## config.mk

```make
export PLATFORM = sky130hd
export DESIGN_NAME = a25_wb_master
export DESIGN_NICKNAME = d
export VERILOG_FILES = /design/src/verilog/wb_master_pkg.sv /design/src/verilog/wb_request_arbiter.sv /design/src/verilog/wb_burst_sequencer.sv /design/src/verilog/wb_response_router.sv /design/src/verilog/a25_wb_master.sv
export VERILOG_INCLUDE_DIRS = /design/src /design/src/verilog
export SDC_FILE = /design/constraint.sdc
export NUM_CORES = 1
export LEC_CHECK = 0
export BUFFER_PORTS_ARGS = -buffer_cell sky130_fd_sc_hd__buf_2
export CAP_MARGIN = 20
export CORE_AREA = 2 2 109 111
export CTS_CLUSTER_SIZE = 24
export DETAILED_ROUTE_END_ITERATION = 6
export DIE_AREA = 0 0 111 113
export GPL_ROUTABILITY_DRIVEN = 0
export HOLD_SLACK_MARGIN = 0.08
export PLACE_DENSITY = 0.65
export REMOVE_ABC_BUFFERS = 1
export SLEW_MARGIN = 20
export SYNTH_ARGS = -nofsm -noshare
export SYNTH_HDL_FRONTEND = slang
export SYNTH_SLANG_ARGS = --single-unit
```

## constraint.sdc

```tcl
create_clock -name i_clk -period 3.5 [get_ports i_clk]
set_input_delay 0.7 -clock i_clk [delete_from_list [all_inputs] [get_ports i_clk]]
set_output_delay 0.7 -clock i_clk [all_outputs]
set_load 0.01 [all_outputs]
```

## src/verilog/wb_master_defines.svh

```systemverilog
/*
 * bus geometry for the wishbone master
 *  - address and data widths
 *  - number of byte lanes
 *  - beats in one cache line fill
 */
`ifndef WB_MASTER_DEFINES_SVH
`define WB_MASTER_DEFINES_SVH

// ====================
// bus widths
// ====================

// byte address width on the wishbone side
`define WB_ADDR_W 32

// data word width, both read and write paths
`define WB_DATA_W 32

// one select bit for each byte of the data word
`define WB_SEL_W 4

// ====================
// line fills
// ====================

// a 16 byte cache line is moved as four wrapping word beats
`define WB_BURST_BEATS 4

`endif

```

## src/verilog/wb_master_pkg.sv

```systemverilog
/*
 * shared types of the wishbone master
 *  - requester source enum
 *  - address word union with line, word and lane fields
 *  - cache request, granted bus request and wishbone output structs
 */
`include "wb_master_defines.svh"

package wb_master_pkg;

    // which cache port the current bus cycle belongs to
    typedef enum logic {
        SRC_ICACHE = 1'b0,
        SRC_DCACHE = 1'b1
    } req_src_e;

    // one address word, seen either whole or split at the line boundary
    // word selects the 32 bit word inside a 16 byte line, lane the byte
    typedef union packed {
        logic [`WB_ADDR_W-1:0] raw;
        struct packed {
            logic [`WB_ADDR_W-5:0] line;
            logic [1:0]            word;
            logic [1:0]            lane;
        } f;
    } wb_addr_u;

    // instruction cache port, reads only
    typedef struct packed {
        logic                  valid;
        logic                  qword;
        logic [`WB_ADDR_W-1:0] address;
    } icache_req_t;

    // data cache port, byte enables only matter for writes
    typedef struct packed {
        logic                  valid;
        logic                  qword;
        logic                  write;
        logic [`WB_SEL_W-1:0]  byte_enable;
        logic [`WB_DATA_W-1:0] write_data;
        logic [`WB_ADDR_W-1:0] address;
    } dcache_req_t;

    // request that won arbitration, already in bus form
    typedef struct packed {
        req_src_e              src;
        logic                  we;
        logic                  burst;
        logic [`WB_SEL_W-1:0]  sel;
        wb_addr_u              addr;
        logic [`WB_DATA_W-1:0] wdata;
    } bus_req_t;

    // master side of the wishbone bus
    typedef struct packed {
        logic                  cyc;
        logic                  stb;
        logic                  we;
        logic [`WB_SEL_W-1:0]  sel;
        logic [`WB_ADDR_W-1:0] adr;
        logic [`WB_DATA_W-1:0] dat;
    } wb_master_t;

endpackage

```

## src/verilog/wb_request_arbiter.sv

```systemverilog
/*
 * request arbiter of the wishbone master
 *  - data port has fixed priority over the instruction port
 *  - builds the bus request with byte lane selects
 *  - derives the two low address bits from the byte enables
 *  - masks the finished requester for one cycle
 */
`include "wb_master_defines.svh"

module wb_request_arbiter
    import wb_master_pkg::*;
(
    input  logic        i_clk,
    input  logic        quick_n_reset,
    input  icache_req_t i_icache,
    input  dcache_req_t i_dcache,
    input  logic        i_idle,
    output logic        o_grant,
    output bus_req_t    o_bus_req
);

    logic                 idle_q;
    req_src_e             last_src_q;
    logic                 just_done;
    logic                 pick_dcache;
    logic                 icache_pend;
    logic [`WB_SEL_W-1:0] sel;
    wb_addr_u             addr;

    // idle rising means the last ready went out in the previous cycle
    assign just_done = i_idle && !idle_q;

    // the served requester still shows its old valid in this one cycle
    assign pick_dcache = i_dcache.valid && !(just_done && last_src_q == SRC_DCACHE);
    assign icache_pend = i_icache.valid && !(just_done && last_src_q == SRC_ICACHE);

    assign o_grant = i_idle && (pick_dcache || icache_pend);

    always_comb
    begin
        // instruction reads and data reads take the whole word
        if (pick_dcache && i_dcache.write)
            sel = i_dcache.byte_enable;
        else
            sel = {`WB_SEL_W{1'b1}};

        addr.raw = pick_dcache ? i_dcache.address : i_icache.address;

        // low bits follow the enables, so a full word ends up aligned
        case (sel)
            4'b0001: addr.f.lane = 2'd0;
            4'b0010: addr.f.lane = 2'd1;
            4'b0100: addr.f.lane = 2'd2;
            4'b1000: addr.f.lane = 2'd3;
            4'b1100: addr.f.lane = 2'd2;
            default: addr.f.lane = 2'd0;
        endcase

        o_bus_req.src   = pick_dcache ? SRC_DCACHE : SRC_ICACHE;
        o_bus_req.we    = pick_dcache && i_dcache.write;
        // writes are always single beats
        o_bus_req.burst = pick_dcache ? (i_dcache.qword && !i_dcache.write) : i_icache.qword;
        o_bus_req.sel   = sel;
        o_bus_req.addr  = addr;
        o_bus_req.wdata = i_dcache.write_data;
    end

    // ====================
    // re-grant mask state
    // ====================

    always_ff @(posedge i_clk)
    begin
        if (!quick_n_reset)
        begin
            // start as idle so nothing is masked right after reset
            idle_q     <= 1'b1;
            last_src_q <= SRC_ICACHE;
        end
        else
        begin
            idle_q <= i_idle;
            if (o_grant)
                last_src_q <= o_bus_req.src;
        end
    end

endmodule

```

## src/verilog/wb_burst_sequencer.sv

```systemverilog
/*
 * bus cycle sequencer of the wishbone master
 *  - FSM with idle, burst and wait for last ack states
 *  - registers the granted request onto the bus
 *  - wrapping four beat line fills
 *  - beat and last beat strobes for the response side
 */
`include "wb_master_defines.svh"

module wb_burst_sequencer
    import wb_master_pkg::*;
(
    input  logic       i_clk,
    input  logic       quick_n_reset,
    input  logic       i_grant,
    input  bus_req_t   i_bus_req,
    input  logic       i_wb_ack,
    output wb_master_t o_wb,
    output logic       o_idle,
    output logic       o_beat_ack,
    output logic       o_last_beat
);

    localparam logic [1:0] ST_IDLE      = 2'd0;
    localparam logic [1:0] ST_BURST     = 2'd1;
    localparam logic [1:0] ST_WAIT_LAST = 2'd2;
    localparam int         BEAT_W       = $clog2(`WB_BURST_BEATS);

    logic [1:0]            state_q;
    logic [BEAT_W-1:0]     beat_q;
    logic                  active_q;
    logic                  we_q;
    logic [`WB_SEL_W-1:0]  sel_q;
    wb_addr_u              addr_q;
    logic [`WB_DATA_W-1:0] dat_q;

    assign o_idle      = (state_q == ST_IDLE);
    // a beat completes whenever strobe and ack meet
    assign o_beat_ack  = active_q && i_wb_ack;
    assign o_last_beat = (state_q == ST_WAIT_LAST);

    // ====================
    // control FSM
    // ====================

    always_ff @(posedge i_clk)
    begin
        if (!quick_n_reset)
        begin
            state_q  <= ST_IDLE;
            active_q <= 1'b0;
            we_q     <= 1'b0;
            beat_q   <= '0;
        end
        else
        begin
            case (state_q)
                ST_IDLE:
                begin
                    if (i_grant)
                    begin
                        active_q <= 1'b1;
                        we_q     <= i_bus_req.we;
                        beat_q   <= '0;
                        state_q  <= i_bus_req.burst ? ST_BURST : ST_WAIT_LAST;
                    end
                end
                ST_BURST:
                begin
                    // all beats but the last one are counted here
                    if (i_wb_ack)
                    begin
                        beat_q <= beat_q + 1'b1;
                        if (beat_q == BEAT_W'(`WB_BURST_BEATS - 2))
                            state_q <= ST_WAIT_LAST;
                    end
                end
                ST_WAIT_LAST:
                begin
                    // drop the cycle right after the final ack
                    if (i_wb_ack)
                    begin
                        active_q <= 1'b0;
                        we_q     <= 1'b0;
                        state_q  <= ST_IDLE;
                    end
                end
                default:
                    state_q <= ST_IDLE;
            endcase
        end
    end

    // ====================
    // bus payload
    // ====================

    always_ff @(posedge i_clk)
    begin
        if (state_q == ST_IDLE && i_grant)
        begin
            sel_q  <= i_bus_req.sel;
            addr_q <= i_bus_req.addr;
            dat_q  <= i_bus_req.wdata;
        end
        else if (state_q == ST_BURST && i_wb_ack)
            // only the word field moves, so the fill wraps inside its line
            addr_q.f.word <= addr_q.f.word + 2'd1;
    end

    always_comb
    begin
        o_wb.cyc = active_q;
        o_wb.stb = active_q;
        o_wb.we  = we_q;
        o_wb.sel = sel_q;
        o_wb.adr = addr_q.raw;
        o_wb.dat = dat_q;
    end

endmodule

```

## src/verilog/wb_response_router.sv

```systemverilog
/*
 * response router of the wishbone master
 *  - remembers which cache port owns the bus cycle
 *  - steers each ack to that port's ready
 *  - passes read data to both ports
 */
`include "wb_master_defines.svh"

module wb_response_router
    import wb_master_pkg::*;
(
    input  logic                  i_clk,
    input  logic                  quick_n_reset,
    input  logic                  i_grant,
    input  req_src_e              i_src,
    input  logic                  i_beat_ack,
    input  logic                  i_last_beat,
    input  logic [`WB_DATA_W-1:0] i_wb_dat,
    output logic                  o_icache_ready,
    output logic                  o_dcache_ready,
    output logic [`WB_DATA_W-1:0] o_icache_rdata,
    output logic [`WB_DATA_W-1:0] o_dcache_rdata
);

    req_src_e src_q;
    logic     busy_q;

    always_ff @(posedge i_clk)
    begin
        if (!quick_n_reset)
        begin
            src_q  <= SRC_ICACHE;
            busy_q <= 1'b0;
        end
        else if (i_grant)
        begin
            src_q  <= i_src;
            busy_q <= 1'b1;
        end
        else if (i_beat_ack && i_last_beat)
            busy_q <= 1'b0;
    end

    // ready pulses in the same cycle as the ack
    assign o_icache_ready = busy_q && (src_q == SRC_ICACHE) && i_beat_ack;
    assign o_dcache_ready = busy_q && (src_q == SRC_DCACHE) && i_beat_ack;

    // data is only meaningful alongside the matching ready
    assign o_icache_rdata = i_wb_dat;
    assign o_dcache_rdata = i_wb_dat;

endmodule

```

## src/verilog/a25_wb_master.sv

```systemverilog
/*
 * wishbone bus master for the instruction and data cache ports
 *  - request arbiter
 *  - burst sequencer driving the bus
 *  - response router back to the caches
 */
`include "wb_master_defines.svh"

module a25_wb_master
    import wb_master_pkg::*;
(
    input  logic                  i_clk,
    input  logic                  quick_n_reset,
    input  icache_req_t           i_icache,
    input  dcache_req_t           i_dcache,
    output logic                  o_icache_ready,
    output logic                  o_dcache_ready,
    output logic [`WB_DATA_W-1:0] o_icache_rdata,
    output logic [`WB_DATA_W-1:0] o_dcache_rdata,
    output wb_master_t            o_wb,
    input  logic [`WB_DATA_W-1:0] i_wb_dat,
    input  logic                  i_wb_ack
);

    logic     grant;
    bus_req_t bus_req;
    logic     idle;
    logic     beat_ack;
    logic     last_beat;

    // picks a request only while the sequencer is idle
    wb_request_arbiter u_arbiter (
        .i_clk         (i_clk),
        .quick_n_reset (quick_n_reset),
        .i_icache      (i_icache),
        .i_dcache      (i_dcache),
        .i_idle        (idle),
        .o_grant       (grant),
        .o_bus_req     (bus_req)
    );

    wb_burst_sequencer u_sequencer (
        .i_clk         (i_clk),
        .quick_n_reset (quick_n_reset),
        .i_grant       (grant),
        .i_bus_req     (bus_req),
        .i_wb_ack      (i_wb_ack),
        .o_wb          (o_wb),
        .o_idle        (idle),
        .o_beat_ack    (beat_ack),
        .o_last_beat   (last_beat)
    );

    // source is captured on the same grant that loads the sequencer
    wb_response_router u_router (
        .i_clk          (i_clk),
        .quick_n_reset  (quick_n_reset),
        .i_grant        (grant),
        .i_src          (bus_req.src),
        .i_beat_ack     (beat_ack),
        .i_last_beat    (last_beat),
        .i_wb_dat       (i_wb_dat),
        .o_icache_ready (o_icache_ready),
        .o_dcache_ready (o_dcache_ready),
        .o_icache_rdata (o_icache_rdata),
        .o_dcache_rdata (o_dcache_rdata)
    );

endmodule

```

==> impl_metrics.yaml <==
timing:
  min_period_ps: 2190
  finalHoldViolCount: 0
  post-route-period-util_pct: 62.6
  rsz0062_at_grt: "false"
  worst_slew_pin_slew_ps: 819
  slew_viol_final: 0
  fmax_ghz: 0.456
  relSlewSlack_pct: 45.4
  tns_ps: 0
  whs_ps: 495
  skew_ps: 8.16
  finalSetupViolCount: 0
critical_path:
  r2r_slack_ps: 1330
  crit_required_ps: 3450
  start_kind: "input port"
  r2r_start: "u_sequencer.state_q[0]$_SDFFE_PN0P_"
  endpoint_kind: "flop"
  crit_type: "in -> reg"
  arrival_ps: 2140
  r2r_cells: 3
  crit_path_max_fanout: 65
  r2r_end: "u_sequencer.addr_q[9]$_DFFE_PP_"
clock_tree:
  cts_max_path_buffers: 2
  clk_pin_slew_ps: 60
  cts_max_level: 3
  root_buffer: "clkbuf_16"
  clkSinkCount: 77
  numCtsBuffers: 9
  cts_setup_buffers: 0
  cts_resized: 0
  cts_hold_buf: 0
  cts_tree: "done"
  clk_latency_ps: 330
status:
  outcome: "complete, no violations"
global_routing:
  antenna_found_initial: 0
  grt_pass1_vias: 2321
  grt_first_pass_wirelength_um: 13800
  grt_use_total_pct: 15.2
  grt-ovfl-total: 0
  grt_max_degree: 66
floorplan:
  num_rows: 39
  initial_utilization_pct: 30.9
  fp.coreArea_mm2: 0.0113
  fp.dieW_um: 111
  ios: 277
  die_h_um: 113
  fp.dieArea_mm2: 0.0125
synthesis:
  synth_cells: 238
  syn_avg_cell_area_um2: 14.7
  post-synth-top-area-fraction_pct: 58.5
  ys_seq_area_share_pct: 63.7
  yosysUniqueCellTypes: 35
  yosys-top-cells-count: "edfxtp_1 (68), buf_4 (67), mux2_2 (29)"
  synth_edf_count: 68
  synth_area_leaders: "edfxtp_1 (59%), buf_4 (14%), mux2_2 (9.4%)"
  synth_area_leader_cell: "edfxtp_1"
  yosysMostFrequentCell: "edfxtp_1"
  syn_area_mm2: 0.00349
  synth-warning-count: 0
  synth-main-ff-cell: "edfxtp_1"
  synth_async_sr_flop_share_pct: 0
  ys_seq_elements: 77
route:
  dr.first_iter.drc_count: 74
  final_antenna_net_count: 0
  drt_pass1_iterations: 4
  vias_per_cell: 4.51
  drc: 0
  routed_wl_um: 9690
  wl_per_cell_um: 19.3
  dr_total_vias: 2266
finish:
  area_growth_pct: 23.9
  diodes: 0
  drive_gt1_share_pct: 64.3
  nets: 495
  final_util_pct: 38.4
min_path:
  hp-class: "reg -> reg"
  hold_end: "u_sequencer.we_q$_SDFFE_PN0P_"
  hold_start: "u_sequencer.we_q$_SDFFE_PN0P_"
  hold_depth: 2
pwr:
  leakagePower_uw: 0.00186
  power_density_mw_per_mm2: 610
  peakVddDrop_v: 0.000253
placed_design:
  dp_hpwl_um: 7510
  io_buffers: 176
run:
  max_cap_violations: 0
==> worst max path at each step <==
stage                             from                          endpoint  slack [ps]  depth (start not counted)
after CTS                 i_dcache[70]   u_sequencer.dat_q[21]$_DFFE_PP_        1310                          6
final                     i_dcache[70]   u_sequencer.dat_q[21]$_DFFE_PP_        1310                          6
after floorplan           i_icache[33]   u_sequencer.addr_q[2]$_DFFE_PP_         470                          4
after detailed placement  i_dcache[70]   u_sequencer.dat_q[21]$_DFFE_PP_         950                          6
after global placement    i_dcache[70]  u_sequencer.addr_q[21]$_DFFE_PP_         990                          6
after global routing      i_dcache[70]   u_sequencer.dat_q[21]$_DFFE_PP_        1190                          6
==> placed cells by master (no fill, tap or decap), types with 3 or more instances in the layout <==
master,synthesis,layout
buf_2,1,176
clkbuf_16,0,9
or2_2,4,4
dfxtp_1,9,9
edfxtp_1,68,68
o21a_1,4,4
a21boi_0,4,4
nand3_1,4,4
mux2_2,29,29
inv_1,4,3
mux2i_1,3,3
nand2_1,5,5
nor2_1,7,7
==> cell families after synthesis <==
group,share of synthesized area (%)
muxes,10.2
adders and majority gates,0.359
and+or+nand+nor,5.31
DFF,63.7
buffers and inverters,16.4
xor gates and xnor gates,0.502
AOI/OAI and AO/OA,3.52
==> where the power goes <==
part	internal [uW]	switching (uW)	total, uW
registers	1180	45.2	1230
clock network	624	352	976
logic	184	252	436
total	1990	649	2640
==> layout make-up <==
| class | instances | area (um^2) |
|---|---|---|
| Clock inverter | 6 | 87.6 |
| Clock buffer | 10 | 229 |
| Inverter | 4 | 15.0 |
| Multi-Input combinational cell | 84 | 694 |
| Tap cell | 143 | 179 |
| Sequential cell | 77 | 2220 |
| Timing Repair Buffer | 178 | 896 |
| Fill cell | 1120 | 6950 |
==> layer usage <==
metal  wire (um)  track usage [%]
met1        3780             17.1
met2        3870             20.2
met3        1850             13.3
met4         130             4.92
met5          64             8.24
==> critical path, cell delays in order <==
cell,delay [ps]
buf_2,190
mux2_2,180
o221ai_1,110
buf_4,200
inv_2,80
buf_4,640
==> flip-flops by register name, indices dropped and copies added, names as in the netlist <==
register              count
u_sequencer.addr_q       32
u_sequencer.dat_q        32
u_sequencer.sel_q         4
u_sequencer.beat_q        2
u_sequencer.state_q       2
u_arbiter.idle_q          1
u_router.busy_q           1
u_router.src_q            1
u_sequencer.active_q      1
u_sequencer.we_q          1
==> per-stage QoR <==
| stage | cell area [um^2] | power (uW) | cells | setup slack, ps |
|---|---|---|---|---|
| CTS | 4320 | 2680 | 502 | 1310 |
| finish | 4320 | 2640 | 502 | 1310 |
| global placement | 4010 | 1680 | 486 | 988 |
| global route | 4320 | 2770 | 502 | 1190 |
| floorplan | 2930 | 1460 | 165 | 466 |
| detailed placement | 4010 | 1690 | 486 | 952 |
Note: power is estimated with default switching activity, not from simulation.
